## config.mk

```make
export PLATFORM = sky130hd
export DESIGN_NAME = hazardUnit
export DESIGN_NICKNAME = d
export VERILOG_FILES = /design/src/rtl/hazardPkg.sv /design/src/rtl/instrPkg.sv /design/src/rtl/atCal.sv /design/src/rtl/hazardUnit.sv /design/src/rtl/instrDecode.sv /design/src/rtl/stageTracker.sv /design/src/rtl/stallCtrl.sv
export SDC_FILE = /design/constraint.sdc
export NUM_CORES = 1
export LEC_CHECK = 0
export ABC_CLOCK_PERIOD_IN_PS = 4800
export BUFFER_PORTS_ARGS = -buffer_cell sky130_fd_sc_hd__buf_2
export CORE_MARGIN = 3
export CORE_UTILIZATION = 29
export CTS_CLUSTER_SIZE = 30
export DETAILED_ROUTE_END_ITERATION = 8
export GPL_ROUTABILITY_DRIVEN = 0
export PLACE_DENSITY = 0.47
export SLEW_MARGIN = 5
export SYNTH_ARGS = -nofsm -noshare
export SYNTH_HDL_FRONTEND = slang
export SYNTH_SLANG_ARGS = --single-unit
```

## constraint.sdc

```tcl
create_clock -name clk -period 4.8 [get_ports clk]
set_input_delay 0.48 -clock clk [delete_from_list [all_inputs] [get_ports clk]]
set_output_delay 0.48 -clock clk [all_outputs]
set_load 0.01 [all_outputs]
```

## src/rtl/hazardPkg.sv

```systemverilog
package hazardPkg;

	//////////////////////////////////////////////////
	// Tuse / Tnew timing
	//////////////////////////////////////////////////
	localparam int T_W = 3;                          // Stage count width

	// Operand not read at all, larger than any Tnew
	localparam logic [T_W-1:0] TUSE_NEVER = 3'd7;

	// Latest result of any class, load and mfc0 give 3
	localparam logic [T_W-1:0] TNEW_MAX = 3'd3;

	//////////////////////////////////////////////////
	// Forward select codes
	//////////////////////////////////////////////////
	localparam int FWD_W = 2;

	localparam logic [FWD_W-1:0] FWD_RF  = 2'd0;     // Register file value
	localparam logic [FWD_W-1:0] FWD_EX  = 2'd1;     // EX stage result
	localparam logic [FWD_W-1:0] FWD_MEM = 2'd2;     // MEM stage result
	localparam logic [FWD_W-1:0] FWD_WB  = 2'd3;     // WB stage result

endpackage

```

## src/rtl/instrPkg.sv

```systemverilog
package instrPkg;

	//////////////////////////////////////////////////
	// Field widths
	//////////////////////////////////////////////////
	localparam int REG_W = 5;                       // GPR address width
	localparam int CLASS_W = 4;                     // Class code width
	localparam logic [REG_W-1:0] REG_RA = 5'd31;   // Link register for jal

	// Primary opcodes, bits 31:26
	localparam logic [5:0] OP_SPECIAL = 6'h00;
	localparam logic [5:0] OP_REGIMM  = 6'h01;      // bgez/bltz, decoded on rt
	localparam logic [5:0] OP_J       = 6'h02;
	localparam logic [5:0] OP_JAL     = 6'h03;
	localparam logic [5:0] OP_BEQ     = 6'h04;
	localparam logic [5:0] OP_BNE     = 6'h05;
	localparam logic [5:0] OP_BLEZ    = 6'h06;
	localparam logic [5:0] OP_BGTZ    = 6'h07;
	localparam logic [5:0] OP_ADDI    = 6'h08;
	localparam logic [5:0] OP_ADDIU   = 6'h09;
	localparam logic [5:0] OP_SLTI    = 6'h0a;
	localparam logic [5:0] OP_SLTIU   = 6'h0b;
	localparam logic [5:0] OP_ANDI    = 6'h0c;
	localparam logic [5:0] OP_ORI     = 6'h0d;
	localparam logic [5:0] OP_XORI    = 6'h0e;
	localparam logic [5:0] OP_LUI     = 6'h0f;
	localparam logic [5:0] OP_COP0    = 6'h10;      // Sub-op lives in rs
	localparam logic [5:0] OP_LB      = 6'h20;
	localparam logic [5:0] OP_LH      = 6'h21;
	localparam logic [5:0] OP_LW      = 6'h23;
	localparam logic [5:0] OP_LBU     = 6'h24;
	localparam logic [5:0] OP_LHU     = 6'h25;
	localparam logic [5:0] OP_SB      = 6'h28;
	localparam logic [5:0] OP_SH      = 6'h29;
	localparam logic [5:0] OP_SW      = 6'h2b;

	// SPECIAL function codes, bits 5:0
	localparam logic [5:0] FN_SLL   = 6'h00;
	localparam logic [5:0] FN_SRL   = 6'h02;
	localparam logic [5:0] FN_SRA   = 6'h03;
	localparam logic [5:0] FN_SLLV  = 6'h04;
	localparam logic [5:0] FN_SRLV  = 6'h06;
	localparam logic [5:0] FN_SRAV  = 6'h07;
	localparam logic [5:0] FN_JR    = 6'h08;
	localparam logic [5:0] FN_JALR  = 6'h09;
	localparam logic [5:0] FN_MFHI  = 6'h10;
	localparam logic [5:0] FN_MTHI  = 6'h11;
	localparam logic [5:0] FN_MFLO  = 6'h12;
	localparam logic [5:0] FN_MTLO  = 6'h13;
	localparam logic [5:0] FN_MULT  = 6'h18;
	localparam logic [5:0] FN_MULTU = 6'h19;
	localparam logic [5:0] FN_DIV   = 6'h1a;
	localparam logic [5:0] FN_DIVU  = 6'h1b;
	localparam logic [5:0] FN_ADD   = 6'h20;
	localparam logic [5:0] FN_ADDU  = 6'h21;
	localparam logic [5:0] FN_SUB   = 6'h22;
	localparam logic [5:0] FN_SUBU  = 6'h23;
	localparam logic [5:0] FN_AND   = 6'h24;
	localparam logic [5:0] FN_OR    = 6'h25;
	localparam logic [5:0] FN_XOR   = 6'h26;
	localparam logic [5:0] FN_NOR   = 6'h27;
	localparam logic [5:0] FN_SLT   = 6'h2a;
	localparam logic [5:0] FN_SLTU  = 6'h2b;

	// REGIMM rt codes and COP0 rs codes
	localparam logic [REG_W-1:0] RT_BLTZ = 5'd0;
	localparam logic [REG_W-1:0] RT_BGEZ = 5'd1;
	localparam logic [REG_W-1:0] CP0_MF  = 5'd0;
	localparam logic [REG_W-1:0] CP0_MT  = 5'd4;

	//////////////////////////////////////////////////
	// Instruction classes, one per timing group
	//////////////////////////////////////////////////
	localparam logic [CLASS_W-1:0] CLS_NOP    = 4'd0;
	localparam logic [CLASS_W-1:0] CLS_J      = CLS_NOP;   // j touches no GPR, bubble timing
	localparam logic [CLASS_W-1:0] CLS_R      = 4'd1;
	localparam logic [CLASS_W-1:0] CLS_I      = 4'd2;
	localparam logic [CLASS_W-1:0] CLS_LOAD   = 4'd3;
	localparam logic [CLASS_W-1:0] CLS_STORE  = 4'd4;
	localparam logic [CLASS_W-1:0] CLS_BR1    = 4'd5;      // rs only
	localparam logic [CLASS_W-1:0] CLS_BR2    = 4'd6;      // rs and rt
	localparam logic [CLASS_W-1:0] CLS_LUI    = 4'd7;
	localparam logic [CLASS_W-1:0] CLS_JAL    = 4'd8;
	localparam logic [CLASS_W-1:0] CLS_JR     = 4'd9;
	localparam logic [CLASS_W-1:0] CLS_JALR   = 4'd10;
	localparam logic [CLASS_W-1:0] CLS_MTHL   = 4'd11;
	localparam logic [CLASS_W-1:0] CLS_MULDIV = 4'd12;
	localparam logic [CLASS_W-1:0] CLS_MFHL   = 4'd13;
	localparam logic [CLASS_W-1:0] CLS_MFC0   = 4'd14;
	localparam logic [CLASS_W-1:0] CLS_MTC0   = 4'd15;

	// Two views of one instruction word
	typedef struct packed
	{
		logic [5:0] op;
		logic [REG_W-1:0] rs;
		logic [REG_W-1:0] rt;
		logic [REG_W-1:0] rd;
		logic [4:0] shamt;
		logic [5:0] funct;
	} rFields_s;

	typedef struct packed
	{
		logic [5:0] op;
		logic [REG_W-1:0] rs;
		logic [REG_W-1:0] rt;
		logic [15:0] imm;
	} iFields_s;

	typedef union packed
	{
		rFields_s r;
		iFields_s i;
	} instrWord_u;

endpackage

```

## src/rtl/atCal.sv

```systemverilog
`timescale 1ns/10ps

module atCal
(
	input  instrPkg::instrWord_u instr,
	output logic [instrPkg::REG_W-1:0] rAddr0,
	output logic [instrPkg::REG_W-1:0] rAddr1,
	output logic [instrPkg::REG_W-1:0] wAddr,
	output logic [hazardPkg::T_W-1:0] tuse0,
	output logic [hazardPkg::T_W-1:0] tuse1,
	output logic [hazardPkg::T_W-1:0] tnew
);

	logic [instrPkg::CLASS_W-1:0] cls;
	logic [instrPkg::REG_W-1:0] rs;
	logic [instrPkg::REG_W-1:0] rt;
	logic [instrPkg::REG_W-1:0] rd;

	instrDecode instrDecode_inst
	(
		.instr (instr),
		.cls   (cls),
		.rs    (rs),
		.rt    (rt),
		.rd    (rd)
	);

	//////////////////////////////////////////////////
	// Class table: reads, Tuse, write, Tnew
	//////////////////////////////////////////////////
	always_comb
	begin
		// Nothing read, nothing written
		rAddr0 = '0;
		rAddr1 = '0;
		tuse0 = hazardPkg::TUSE_NEVER;
		tuse1 = hazardPkg::TUSE_NEVER;
		wAddr = '0;
		tnew = '0;
		case (cls)
			instrPkg::CLS_R:
			begin
				rAddr0 = rs; tuse0 = 3'd1;
				rAddr1 = rt; tuse1 = 3'd1;
				wAddr = rd;  tnew = 3'd2;                 // ALU result after EX
			end
			instrPkg::CLS_I:
			begin
				rAddr0 = rs; tuse0 = 3'd1;
				wAddr = rt;  tnew = 3'd2;
			end
			instrPkg::CLS_LOAD:
			begin
				rAddr0 = rs; tuse0 = 3'd1;                // Base for address add
				wAddr = rt;  tnew = 3'd3;                 // Data out of MEM
			end
			instrPkg::CLS_STORE:
			begin
				rAddr0 = rs; tuse0 = 3'd1;
				rAddr1 = rt; tuse1 = 3'd2;                // Store data needed in MEM
			end
			instrPkg::CLS_BR1, instrPkg::CLS_JR:
			begin
				rAddr0 = rs; tuse0 = 3'd0;                // Compared in ID
			end
			instrPkg::CLS_BR2:
			begin
				rAddr0 = rs; tuse0 = 3'd0;
				rAddr1 = rt; tuse1 = 3'd0;
			end
			instrPkg::CLS_LUI:
			begin
				wAddr = rt;  tnew = 3'd1;
			end
			instrPkg::CLS_JAL:
			begin
				wAddr = instrPkg::REG_RA;                 // Link into $31
				tnew = 3'd1;                              // PC+8 ready from ID
			end
			instrPkg::CLS_JALR:
			begin
				rAddr0 = rs; tuse0 = 3'd0;
				wAddr = rd;  tnew = 3'd1;
			end
			instrPkg::CLS_MTHL:
			begin
				rAddr0 = rs; tuse0 = 3'd1;                // HI/LO written in EX
			end
			instrPkg::CLS_MULDIV:
			begin
				rAddr0 = rs; tuse0 = 3'd1;
				rAddr1 = rt; tuse1 = 3'd1;
			end
			instrPkg::CLS_MFHL:
			begin
				wAddr = rd;  tnew = 3'd2;                 // HI/LO read out in EX
			end
			instrPkg::CLS_MFC0:
			begin
				rAddr1 = rd; tuse1 = 3'd2;                // CP0 index used in MEM
				wAddr = rt;  tnew = 3'd3;
			end
			instrPkg::CLS_MTC0:
			begin
				rAddr0 = rt; tuse0 = 3'd1;                // Only EX has a forward path
				rAddr1 = rd; tuse1 = 3'd2;
			end
			default:
			begin
				// nop and j keep the defaults
				rAddr0 = '0;
			end
		endcase
	end

	// A real destination always comes with a result still to produce
	always_comb
	begin
		assert final ((wAddr == '0 || tnew != '0) && tnew <= hazardPkg::TNEW_MAX)
			else $error("atCal: wAddr %0d with tnew %0d", wAddr, tnew);
	end

endmodule

```

## src/rtl/hazardUnit.sv

```systemverilog
`timescale 1ns/10ps

module hazardUnit
(
	input  logic clk,
	input  logic reset,
	input  instrPkg::instrWord_u instr,
	output logic stall,
	output logic [hazardPkg::FWD_W-1:0] fwd0,
	output logic [hazardPkg::FWD_W-1:0] fwd1
);

	// ID demand
	logic [instrPkg::REG_W-1:0] rAddr0, rAddr1, wAddr;
	logic [hazardPkg::T_W-1:0] tuse0, tuse1, tnew;
	// In-flight supply
	logic [instrPkg::REG_W-1:0] exAddr, memAddr, wbAddr;
	logic [hazardPkg::T_W-1:0] exTnew, memTnew, wbTnew;

	atCal atCal_inst
	(
		.instr  (instr),
		.rAddr0 (rAddr0),
		.rAddr1 (rAddr1),
		.wAddr  (wAddr),
		.tuse0  (tuse0),
		.tuse1  (tuse1),
		.tnew   (tnew)
	);

	stageTracker stageTracker_inst
	(
		.clk     (clk),
		.reset   (reset),
		.stall   (stall),           // Bubble into EX
		.wAddr   (wAddr),
		.tnew    (tnew),
		.exAddr  (exAddr),
		.memAddr (memAddr),
		.wbAddr  (wbAddr),
		.exTnew  (exTnew),
		.memTnew (memTnew),
		.wbTnew  (wbTnew)
	);

	stallCtrl stallCtrl_inst
	(
		.rAddr0  (rAddr0),
		.rAddr1  (rAddr1),
		.tuse0   (tuse0),
		.tuse1   (tuse1),
		.exAddr  (exAddr),
		.memAddr (memAddr),
		.wbAddr  (wbAddr),
		.exTnew  (exTnew),
		.memTnew (memTnew),
		.wbTnew  (wbTnew),
		.stall   (stall),
		.fwd0    (fwd0),
		.fwd1    (fwd1)
	);

endmodule

```

## src/rtl/instrDecode.sv

```systemverilog
`timescale 1ns/10ps

module instrDecode
(
	input  instrPkg::instrWord_u instr,
	output logic [instrPkg::CLASS_W-1:0] cls,
	output logic [instrPkg::REG_W-1:0] rs,
	output logic [instrPkg::REG_W-1:0] rt,
	output logic [instrPkg::REG_W-1:0] rd
);

	// Register fields sit at the same place in both views
	assign rs = instr.r.rs;
	assign rt = instr.i.rt;
	assign rd = instr.r.rd;

	always_comb
	begin
		cls = instrPkg::CLS_NOP;                      // Unknown word acts as a bubble
		if (instr.r.op == instrPkg::OP_SPECIAL)
		begin
			// SPECIAL decodes on funct
			case (instr.r.funct)
				instrPkg::FN_ADDU, instrPkg::FN_SUBU, instrPkg::FN_ADD, instrPkg::FN_SUB,
				instrPkg::FN_AND, instrPkg::FN_OR, instrPkg::FN_XOR, instrPkg::FN_NOR,
				instrPkg::FN_SLT, instrPkg::FN_SLTU,
				instrPkg::FN_SLL, instrPkg::FN_SRL, instrPkg::FN_SRA,
				instrPkg::FN_SLLV, instrPkg::FN_SRLV, instrPkg::FN_SRAV:
					cls = instrPkg::CLS_R;
				instrPkg::FN_JR:   cls = instrPkg::CLS_JR;
				instrPkg::FN_JALR: cls = instrPkg::CLS_JALR;
				instrPkg::FN_MTHI, instrPkg::FN_MTLO:
					cls = instrPkg::CLS_MTHL;               // Write HI/LO from rs
				instrPkg::FN_MULT, instrPkg::FN_MULTU, instrPkg::FN_DIV, instrPkg::FN_DIVU:
					cls = instrPkg::CLS_MULDIV;
				instrPkg::FN_MFHI, instrPkg::FN_MFLO:
					cls = instrPkg::CLS_MFHL;               // Result into rd
				default: cls = instrPkg::CLS_NOP;
			endcase
		end
		else if (instr.r.op == instrPkg::OP_COP0)
		begin
			// COP0 sub-op in rs
			case (instr.r.rs)
				instrPkg::CP0_MF: cls = instrPkg::CLS_MFC0;
				instrPkg::CP0_MT: cls = instrPkg::CLS_MTC0;
				default:          cls = instrPkg::CLS_NOP;
			endcase
		end
		else
		begin
			case (instr.i.op)
				instrPkg::OP_ORI, instrPkg::OP_ADDIU, instrPkg::OP_ADDI, instrPkg::OP_ANDI,
				instrPkg::OP_XORI, instrPkg::OP_SLTI, instrPkg::OP_SLTIU:
					cls = instrPkg::CLS_I;
				instrPkg::OP_LW, instrPkg::OP_LB, instrPkg::OP_LBU,
				instrPkg::OP_LH, instrPkg::OP_LHU:
					cls = instrPkg::CLS_LOAD;
				instrPkg::OP_SW, instrPkg::OP_SH, instrPkg::OP_SB:
					cls = instrPkg::CLS_STORE;
				instrPkg::OP_BEQ, instrPkg::OP_BNE:
					cls = instrPkg::CLS_BR2;
				instrPkg::OP_BGTZ, instrPkg::OP_BLEZ:
					cls = instrPkg::CLS_BR1;
				instrPkg::OP_REGIMM:
				begin
					// Only bltz/bgez, other rt codes fall to nop
					if (instr.i.rt == instrPkg::RT_BLTZ || instr.i.rt == instrPkg::RT_BGEZ)
						cls = instrPkg::CLS_BR1;
					else
						cls = instrPkg::CLS_NOP;
				end
				instrPkg::OP_LUI: cls = instrPkg::CLS_LUI;
				instrPkg::OP_JAL: cls = instrPkg::CLS_JAL;
				instrPkg::OP_J:   cls = instrPkg::CLS_J;
				default:          cls = instrPkg::CLS_NOP;
			endcase
		end
	end

endmodule

```

## src/rtl/stageTracker.sv

```systemverilog
`timescale 1ns/10ps

module stageTracker
(
	input  logic clk,
	input  logic reset,
	input  logic stall,
	input  logic [instrPkg::REG_W-1:0] wAddr,
	input  logic [hazardPkg::T_W-1:0] tnew,
	output logic [instrPkg::REG_W-1:0] exAddr,
	output logic [instrPkg::REG_W-1:0] memAddr,
	output logic [instrPkg::REG_W-1:0] wbAddr,
	output logic [hazardPkg::T_W-1:0] exTnew,
	output logic [hazardPkg::T_W-1:0] memTnew,
	output logic [hazardPkg::T_W-1:0] wbTnew
);

	// One stage closer to the result, floored at zero
	function automatic logic [hazardPkg::T_W-1:0] ageT(input logic [hazardPkg::T_W-1:0] t);
		ageT = (t == '0) ? '0 : t - 1'b1;
	endfunction

	//////////////////////////////////////////////////
	// In-flight slots EX -> MEM -> WB
	//////////////////////////////////////////////////
	always_ff @(posedge clk)
	begin
		if (reset)
		begin
			exAddr <= '0;
			exTnew <= '0;
			memAddr <= '0;
			memTnew <= '0;
			wbAddr <= '0;
			wbTnew <= '0;
		end
		else
		begin
			if (stall)
			begin
				exAddr <= '0;                             // Bubble into EX
				exTnew <= '0;
			end
			else
			begin
				exAddr <= wAddr;                          // ID instruction moves on
				exTnew <= ageT(tnew);
			end
			memAddr <= exAddr;                            // Later stages never hold
			memTnew <= ageT(exTnew);
			wbAddr <= memAddr;
			wbTnew <= ageT(memTnew);
		end
	end

	// Tnew of 3 at most means every result exists by WB
	assert property (@(posedge clk) !reset |=> (wbTnew == '0))
		else $error("stageTracker: result still pending in WB, tnew %0d", wbTnew);

endmodule

```

## src/rtl/stallCtrl.sv

```systemverilog
`timescale 1ns/10ps

module stallCtrl
(
	input  logic [instrPkg::REG_W-1:0] rAddr0,
	input  logic [instrPkg::REG_W-1:0] rAddr1,
	input  logic [hazardPkg::T_W-1:0] tuse0,
	input  logic [hazardPkg::T_W-1:0] tuse1,
	input  logic [instrPkg::REG_W-1:0] exAddr,
	input  logic [instrPkg::REG_W-1:0] memAddr,
	input  logic [instrPkg::REG_W-1:0] wbAddr,
	input  logic [hazardPkg::T_W-1:0] exTnew,
	input  logic [hazardPkg::T_W-1:0] memTnew,
	input  logic [hazardPkg::T_W-1:0] wbTnew,
	output logic stall,
	output logic [hazardPkg::FWD_W-1:0] fwd0,
	output logic [hazardPkg::FWD_W-1:0] fwd1
);

	logic [instrPkg::REG_W-1:0] rAddrArr [2];
	logic [hazardPkg::T_W-1:0] tuseArr [2];
	logic [hazardPkg::FWD_W-1:0] fwdArr [2];
	logic [1:0] portStall;

	assign rAddrArr[0] = rAddr0;
	assign rAddrArr[1] = rAddr1;
	assign tuseArr[0] = tuse0;
	assign tuseArr[1] = tuse1;

	//////////////////////////////////////////////////
	// Per-port nearest match
	//////////////////////////////////////////////////
	for (genvar p = 0; p < 2; p++)
	begin : portGen
		logic found;
		logic [hazardPkg::T_W-1:0] hitTnew;
		logic [hazardPkg::FWD_W-1:0] hitSrc;

		always_comb
		begin
			found = 1'b1;
			if (rAddrArr[p] == '0)                        // $0 is never a hazard
			begin
				found = 1'b0;
				hitSrc = hazardPkg::FWD_RF;
				hitTnew = '0;
			end
			else if (rAddrArr[p] == exAddr)               // Youngest producer first
			begin
				hitSrc = hazardPkg::FWD_EX;
				hitTnew = exTnew;
			end
			else if (rAddrArr[p] == memAddr)
			begin
				hitSrc = hazardPkg::FWD_MEM;
				hitTnew = memTnew;
			end
			else if (rAddrArr[p] == wbAddr)
			begin
				hitSrc = hazardPkg::FWD_WB;
				hitTnew = wbTnew;
			end
			else
			begin
				found = 1'b0;                             // Register file is current
				hitSrc = hazardPkg::FWD_RF;
				hitTnew = '0;
			end
		end

		// Result later than the port can wait
		assign portStall[p] = found && (hitTnew > tuseArr[p]);
		// Forward only a finished result, else read RF now
		assign fwdArr[p] = (found && hitTnew == '0) ? hitSrc : hazardPkg::FWD_RF;
	end

	assign stall = |portStall;
	assign fwd0 = fwdArr[0];
	assign fwd1 = fwdArr[1];

endmodule

```

==> run summary, run 1 <==
status -> finished, violations left
failing checks -> negative setup slack
Crit Path Max Fanout -> 6
Crit path required time -> 4.32 ns
flop-to-flop setup slack -> 0.92 ns
syn_nets -> 394
Sink Count -> 24
Buf/Inv on CP -> 4
Critical-path top delay cell -> or4_4
I/O Buffers -> 33
Syn Area/Cell -> 7.65 sq um
Hold Path Cell Cnt -> 1
RR Endpoint -> stageTracker_inst.exTnew[0]
max frequency -> 208 MHz
final non-filler cell total -> 579
peak supply drop -> 122 uV
Final Total Pwr -> 0.000769 W
fin crit share -> 100%
unrepaired setup endpoints after global routing -> yes
Yosys reg bits -> 24
Crit Path Class -> in -> out
async set or reset register ratio after synthesis -> 0%
Starting DRT DRC Count -> 166
Arr. time, crit path -> 4.33 ns
CP delay by family, top -> compound AO/OA/AOI/OAI gates
Detailed Place HPWL -> 7.44 mm
Psw -> 0.000283 W
final setup margin -> -0.0128 ns
initial antenna violation count -> 0
max incr delay on CP -> 0.56 ns
CTS Buffer Depth -> 2
GRT Resource Usage Total -> 17.9%
Leakage -> 1.76 nW
clock skew -> 0.00438 ns
# rows -> 34
post-synthesis sequential area ratio -> 18.0%
share of cells above drive strength 1 -> 42.7%
Clock power frac -> 18.3%
clock slew at reported path FFs -> 0.09 ns
largest net degree at the start of global routing -> 22
final-report hold violation count -> 0
die height -> 102 um
routed len/inst -> 16.5 um
cts hold-fix bufs -> 0
Setup crit end -> stall
Die Footprint -> 10400 sq um
post-route ant nets -> 0
Levels on crit path -> 20
minimum clock period -> 4.81 ns
Max Cap Violations -> 0
Pre-Repair DR Iteration Count -> 6
Synth warnings -> 0
part of the power in registers -> 29.5%
gr ovfl total -> 0
PwrDens -> 188 nW/um^2
slew margin rel. -> 41.8%
Initial Util -> 30.2%
placed insts -> 555
Setup crit end kind -> output port
fin util -> 46.2%
WL final -> 9.55 mm
R2R Path Start -> stageTracker_inst.wbAddr[2]
I/O pins -> 39
Slew Limit Fails -> 0
ant diodes -> 0
worst hold margin -> 0.451 ns
Min-Delay Path Class -> reg -> reg
number of enable flip-flop cells after synthesis -> 0
htree depth -> 1
Int Power -> 0.000486 W
Sw Ratio -> 36.8%
core area -> 8850 sq um
total CTS buffers -> 3
Via density -> 5.31
final setup fails -> 1
area grow syn2layout -> 53.1%
Synth Cell Area -> 2670 sq um
top_reg_cell synth -> dfxtp_1
R2R cell count -> 19
CTS tree -> built
combinational cell fraction of total power -> 52.2%
Nets -> 517
drt drc -> 0
post-synthesis cell count -> 349
Vias -> 3074
clock root buffer -> clkbuf_8
CP cell instances -> buf_8 > nand2b_4 > a2111o_1 > buf_6 > and3_4 > a21boi_4 > nor2_4 > or2_4 > a21boi_2 > xnor2_1 > or4_4 > mux2i_2 > or2_4 > inv_2 > ha_4 > a21o_1 > a21oi_2 > a311o_1 > o22ai_4 > buf_6
Setup crit start -> instr[28]
Clk Latency, worst-skew pair -> 0.27 ns
Die X-Extent -> 102 um
vias in the first global route -> 2946
Synth cell types -> 72
first-pass GRT wire length -> 14.7 mm
CP Launch Type -> input pin
Worst Tran Pin Value -> 0.867 ns
-- synthesized netlist by cell type, types with 4 or more instances --
library cell / n / area share, %
nand2_1: 39 / 5.5
a221oi_1: 9 / 3.0
nor2b_1: 13 / 3.0
a21oi_1: 13 / 2.4
or4_1: 5 / 1.4
mux2i_1: 8 / 3.0
or2_2: 4 / 0.94
o31ai_2: 4 / 1.9
buf_2: 7 / 1.3
xnor2_1: 12 / 3.9
xor2_1: 7 / 2.3
and2_1: 4 / 0.94
inv_1: 22 / 3.1
dfxtp_1: 24 / 18
a222oi_1: 4 / 1.5
o22ai_1: 5 / 1.2
a31oi_1: 5 / 1.2
ha_1: 11 / 5.2
and3_1: 6 / 1.4
nand3_1: 9 / 1.7
nor2_1: 34 / 4.8
a21boi_0: 4 / 1.1
a21o_1: 6 / 1.7
nor3_1: 7 / 1.3
o21ai_0: 12 / 2.2
a211oi_1: 7 / 2.0
-- per-layer routing --
| metal | global-route usage [%] | up-vias | part of all wire (%) |
|---|---|---|---|
| met3 | 2.39 | 8 | 3.6 |
| met5 | 0 | - | 0 |
| met4 | 2.02 | 0 | 1.1 |
| met1 | 25.1 | 1463 | 48 |
| li1 | - | 1542 | - |
| met2 | 30.2 | 61 | 47 |
-- registers in the layout (all words and copies together) (netlist names) --
| register | flops |
|---|---|
| stageTracker_inst.exTnew | 3 |
| stageTracker_inst.wbAddr | 5 |
| stageTracker_inst.memAddr | 5 |
| stageTracker_inst.wbTnew | 3 |
| stageTracker_inst.memTnew | 3 |
| stageTracker_inst.exAddr | 5 |
-- power by group through the flow --
| stage | Combinational [W] | Sequential [W] | Clock [W] |
|---|---|---|---|
| after global placement | 0.000326 | 0.000231 | 0 |
| after detailed placement | 0.000331 | 0.000230 | 0 |
| after global routing | 0.000436 | 0.000228 | 0.000155 |
| final | 0.000402 | 0.000227 | 0.000141 |
| after floorplan | 0.000198 | 0.000224 | 0 |
| after CTS | 0.000368 | 0.000226 | 0.000147 |
-- cells by family after synthesis --
group	Yosys count	synth area share (%)
adder cells (fa/ha/maj)	11	5.15
other	1	0.140
AO/OA/AOI/OAI	99	29.3
flip-flops	24	18.0
multiplexers	8	3.00
AND/OR/NAND/NOR	155	33.0
XOR/XNOR	19	6.23
buffers and inverters	32	5.11
-- layout by cell type (no fill, tap or decap), types with 5 or more instances in the layout --
cell and instances:
buf_4 86, nand2_1 38, nor2_1 31, buf_2 25, dfxtp_1 24, inv_1 21, buf_6 15, nor2b_1 13
xnor2_1 12, a21oi_1 11, nand3_1 9, o21ai_0 9, ha_1 9, a221oi_1 8, nor3_1 7, mux2i_1 6
a21o_1 6, o22ai_1 5, a211oi_1 5, and3_1 5, a31oi_1 5
-- layout make-up --
cell class                 count  area, sq um
tap                          108          135
timing repair buffer         128          975
fill                         865         4760
multi-input combinational    293         2360
clock buffer                   4         55.1
inverter                      22         82.6
sequential                    24          480
-- metrics by stage --
step	setup TNS, ns	setup slack (ns)	cell area (sq um)
final	-0.0128	-0.0128	4090
after global routing	-0.145	-0.145	4090
after CTS	-0.0341	-0.0341	3850
after detailed placement	-1.12	-0.341	3490
after global placement	-0.714	-0.291	3490
after floorplan	0	0.102	2670
-- repair_timing --
item,4_1_cts,5_1_grt
buffers inserted,14,8
setup endpoints to repair,1,3
resized for setup,44,40
pin swaps,24,31
-- how the worst min path moves through the flow --
stage / start / end
5_1_grt: stageTracker_inst.memTnew[0] / stageTracker_inst.wbTnew[0]
3_3_place_gp: stageTracker_inst.memTnew[0] / stageTracker_inst.wbTnew[0]
3_5_place_dp: stageTracker_inst.memTnew[0] / stageTracker_inst.wbTnew[0]
6_report: stageTracker_inst.memTnew[0] / stageTracker_inst.wbTnew[0]
4_1_cts: stageTracker_inst.memTnew[0] / stageTracker_inst.wbTnew[0]
2_1_floorplan: stageTracker_inst.memTnew[0] / stageTracker_inst.wbTnew[0]
(Power assumes the default switching activity.)
==> run 2: changes to the inputs <==
--- a/config.mk
+++ b/config.mk
@@ -5,6 +5,7 @@
 export SDC_FILE = /design/constraint.sdc
 export NUM_CORES = 1
 export LEC_CHECK = 0
+export ABC_AREA = 1
 export ABC_CLOCK_PERIOD_IN_PS = 4800
 export BUFFER_PORTS_ARGS = -buffer_cell sky130_fd_sc_hd__buf_2
 export CORE_MARGIN = 3
==> run summary, run 2 <==
Arr. time, crit path -> 3.76 ns (-0.57 ns)
Setup TNS -> 0 ns (+0.0128 ns)
commonest non-fill, non-tap cell in the layout -> nand2_1
# rows -> 35 (+2.9%)
drt drc -> 0 (unchanged)
Syn Area/Cell -> 6.07 sq um (-21%)
die height -> 104 um (+2.0%)
top_reg_cell synth -> dfxtp_1
syn_nets -> 504 (+28%)
PwrDens -> 249 nW/um^2 (+32%)
Clk Latency, worst-skew pair -> 0.28 ns (about the same)
final setup fails -> 0 (-1)
core area -> 9280 sq um (+4.9%)
slew margin rel. -> 59.1% (+17 points)
Critical-path top delay cell -> ha_1
clock skew -> 0.0126 ns (+0.00825 ns)
largest net degree at the start of global routing -> 15 (-32%)
Die Footprint -> 10800 sq um (+4.1%)
R2R Path Start -> stageTracker_inst.exAddr[3]
Setup crit start -> instr[31]
commonest cells after routing, fill and taps aside -> 107 x nand2_1, 72 x nor2_1, 58 x inv_1
area grow syn2layout -> 14.2%
final setup margin -> 0.562 ns (+0.575 ns)
cts hold-fix bufs -> 0 (unchanged)
Pre-Repair DR Iteration Count -> 4 (-2)
minimum clock period -> 4.24 ns (-0.575 ns)
Synth cell types -> 36 (-50%)
commonest cells in the netlist -> 107 x nand2_1, 72 x nor2_1, 58 x inv_1
hold path start -> stageTracker_inst.memTnew[0]
Sink Count -> 24 (unchanged)
Detailed Place HPWL -> 6.64 mm (-11%)
Crit Path Max Fanout -> 6 (unchanged)
Crit path top cell by count -> nand2_1
total CTS buffers -> 3 (unchanged)
top cell type's share of synthesized area -> 17.2% (-0.76 points)
top cells by area, synth -> dfxtp_1 17%, nand2_1 14%, nor2_1 9.7%
fin crit share -> 88.3% (-12 points)
vias in the first global route -> 2751 (-6.6%)
post-synthesis sequential area ratio -> 17.2% (-0.76 points)
clock root buffer -> clkbuf_8
area occupied by multi-input gates -> 2030 sq um (-14%)
Vias -> 2791 (-9.2%)
number of enable flip-flop cells after synthesis -> 0 (unchanged)
max incr delay on CP -> 0.25 ns (-0.31 ns)
CTS tree -> built
final-report hold violation count -> 0 (unchanged)
post-synthesis cell count -> 459 (+32%)
clock slew at reported path FFs -> 0.09 ns (about the same)
largest registers -> stageTracker_inst.exAddr: 5 flops, stageTracker_inst.memAddr: 5 flops, stageTracker_inst.wbAddr: 5 flops
Final Total Pwr -> 0.000793 W (+3.1%)
Crit path required time -> 4.32 ns (about the same)
I/O Buffers -> 33 (unchanged)
Die X-Extent -> 104 um (+2.0%)
Setup Fix Bufs, Post-CTS -> 0 (-14)
Yosys reg bits -> 24 (unchanged)
Min-Delay Path Class -> reg -> reg
Synth warnings -> 0 (unchanged)
CTS Buffer Depth -> 2 (unchanged)
status -> finished, final reports clean
# fillers -> 1069 (+24%)
Synth Cell Area -> 2790 sq um (+4.4%)
unrepaired setup endpoints after global routing -> no
htree depth -> 1 (unchanged)
Max Cap Violations -> 0 (unchanged)
post-route ant nets -> 0 (unchanged)
gr ovfl total -> 0 (unchanged)
Starting DRT DRC Count -> 102 (-39%)
peak supply drop -> 95.9 uV (-21%)
ant diodes -> 0 (unchanged)
Initial Util -> 30.0% (-0.15 points)
FF/Latch Area -> 480 sq um (unchanged)
share of cells above drive strength 1 -> 25.1% (-18 points)
routed len/inst -> 12.1 um (-27%)
Crit Path Class -> in -> out
first-pass GRT wire length -> 13.0 mm (-12%)
GRT Resource Usage Total -> 14.2% (-3.6 points)
Nets -> 541 (+4.6%)
Setup crit end kind -> output port
Yosys top cell by area -> dfxtp_1
async set or reset register ratio after synthesis -> 0% (unchanged)
max frequency -> 236 MHz (+14%)
cts repair resizes -> 0 (-100%)
CP Launch Type -> input pin
most numerous cell in the Yosys netlist -> nand2_1
Worst Tran Pin Value -> 0.614 ns (-0.253 ns)
Leakage -> 1.69 nW (-4.1%)
initial antenna violation count -> 0 (unchanged)
Slew Limit Fails -> 0 (unchanged)
I/O pins -> 39 (unchanged)
worst slack, placed -> 0.519 ns (+0.860 ns)
WL final -> 7.56 mm (-21%)
Via density -> 4.47 (-16%)
==> run 2: changes by cell type in the layout (fill, tap and decap cells not counted), moves of 15 or more <==
cell	previous run	this run
inv_1	21	58
buf_6	15	0
nor2_1	31	72
nand3_1	9	46
nand2_2	1	21
buf_4	86	1
nand2_1	38	107
==> run 2: path summary, 6_finish.rpt <==
| kind | endpoint | slack [ns] | cells after the start |
|---|---|---|---|
| setup / recovery | stall | 0.56 | 30 |
| hold / removal | stageTracker_inst.wbTnew[0] | 0.42 | 1 |
| setup reg to reg | stageTracker_inst.exAddr[0] | 2.48 | 17 |
| hold reg to reg | stageTracker_inst.wbTnew[0] | 0.42 | 1 |
==> run 2: per-stage QoR <==
step	util, %	cell area [sq um]	cells	hold WS (ns)
6_report	34.3	3180	624	0.418
5_1_grt	34.3	3180	624	0.446
4_1_cts	34.3	3180	624	0.421
3_5_place_dp	33.5	3110	620	0.408
3_3_place_gp	33.5	3110	620	0.403
2_1_floorplan	-	2790	459	0.393
==> run 2: critical path, delay by kind of cell <==
family                   cells  cell delay [ns]
AND/OR/NAND/NOR             20             2.16
buffers and inverters        7             0.59
AO/OA/AOI/OAI                2             0.27
adder cells (fa/ha/maj)      1             0.25
==> run 2: cells by family after synthesis <==
kind of cell             Yosys count  synth area share, %
adder cells (fa/ha/maj)           11                 4.94
AND/OR/NAND/NOR                  307                 58.0
buffers and inverters             74                 10.1
flip-flops                        24                 17.2
other                              1                0.135
AO/OA/AOI/OAI                     34                 6.82
XOR/XNOR                           8                 2.78
==> run 2: cell type report <==
| cell class | instances | share of cell area, % |
|---|---|---|
| Multi-Input combinational cell | 361 | 63.6 |
| Timing Repair Buffer | 34 | 5.42 |
| Clock inverter | 1 | 0.943 |
| Sequential cell | 24 | 15.1 |
| Tap cell | 129 | 5.07 |
| Clock buffer | 3 | 1.30 |
| Inverter | 72 | 8.57 |
==> run 2: power by group <==
part           switching, W  internal [W]
combinational      0.000249      0.000134
sequential        0.0000102      0.000216
clock             0.0000725      0.000112
total              0.000332      0.000461
==> run 2: layer usage <==
| layer | vias up | GRT usage (%) | part of all wire (%) | wire (um) |
|---|---|---|---|---|
| li1 | 1516 | - | - | - |
| met1 | 1215 | 18.5 | 49 | 3700 |
| met2 | 54 | 25.2 | 47 | 3540 |
| met3 | 6 | 1.80 | 3.1 | 233 |
| met4 | 0 | 2.94 | 1.1 | 86 |
| met5 | - | 0 | 0 | 0 |
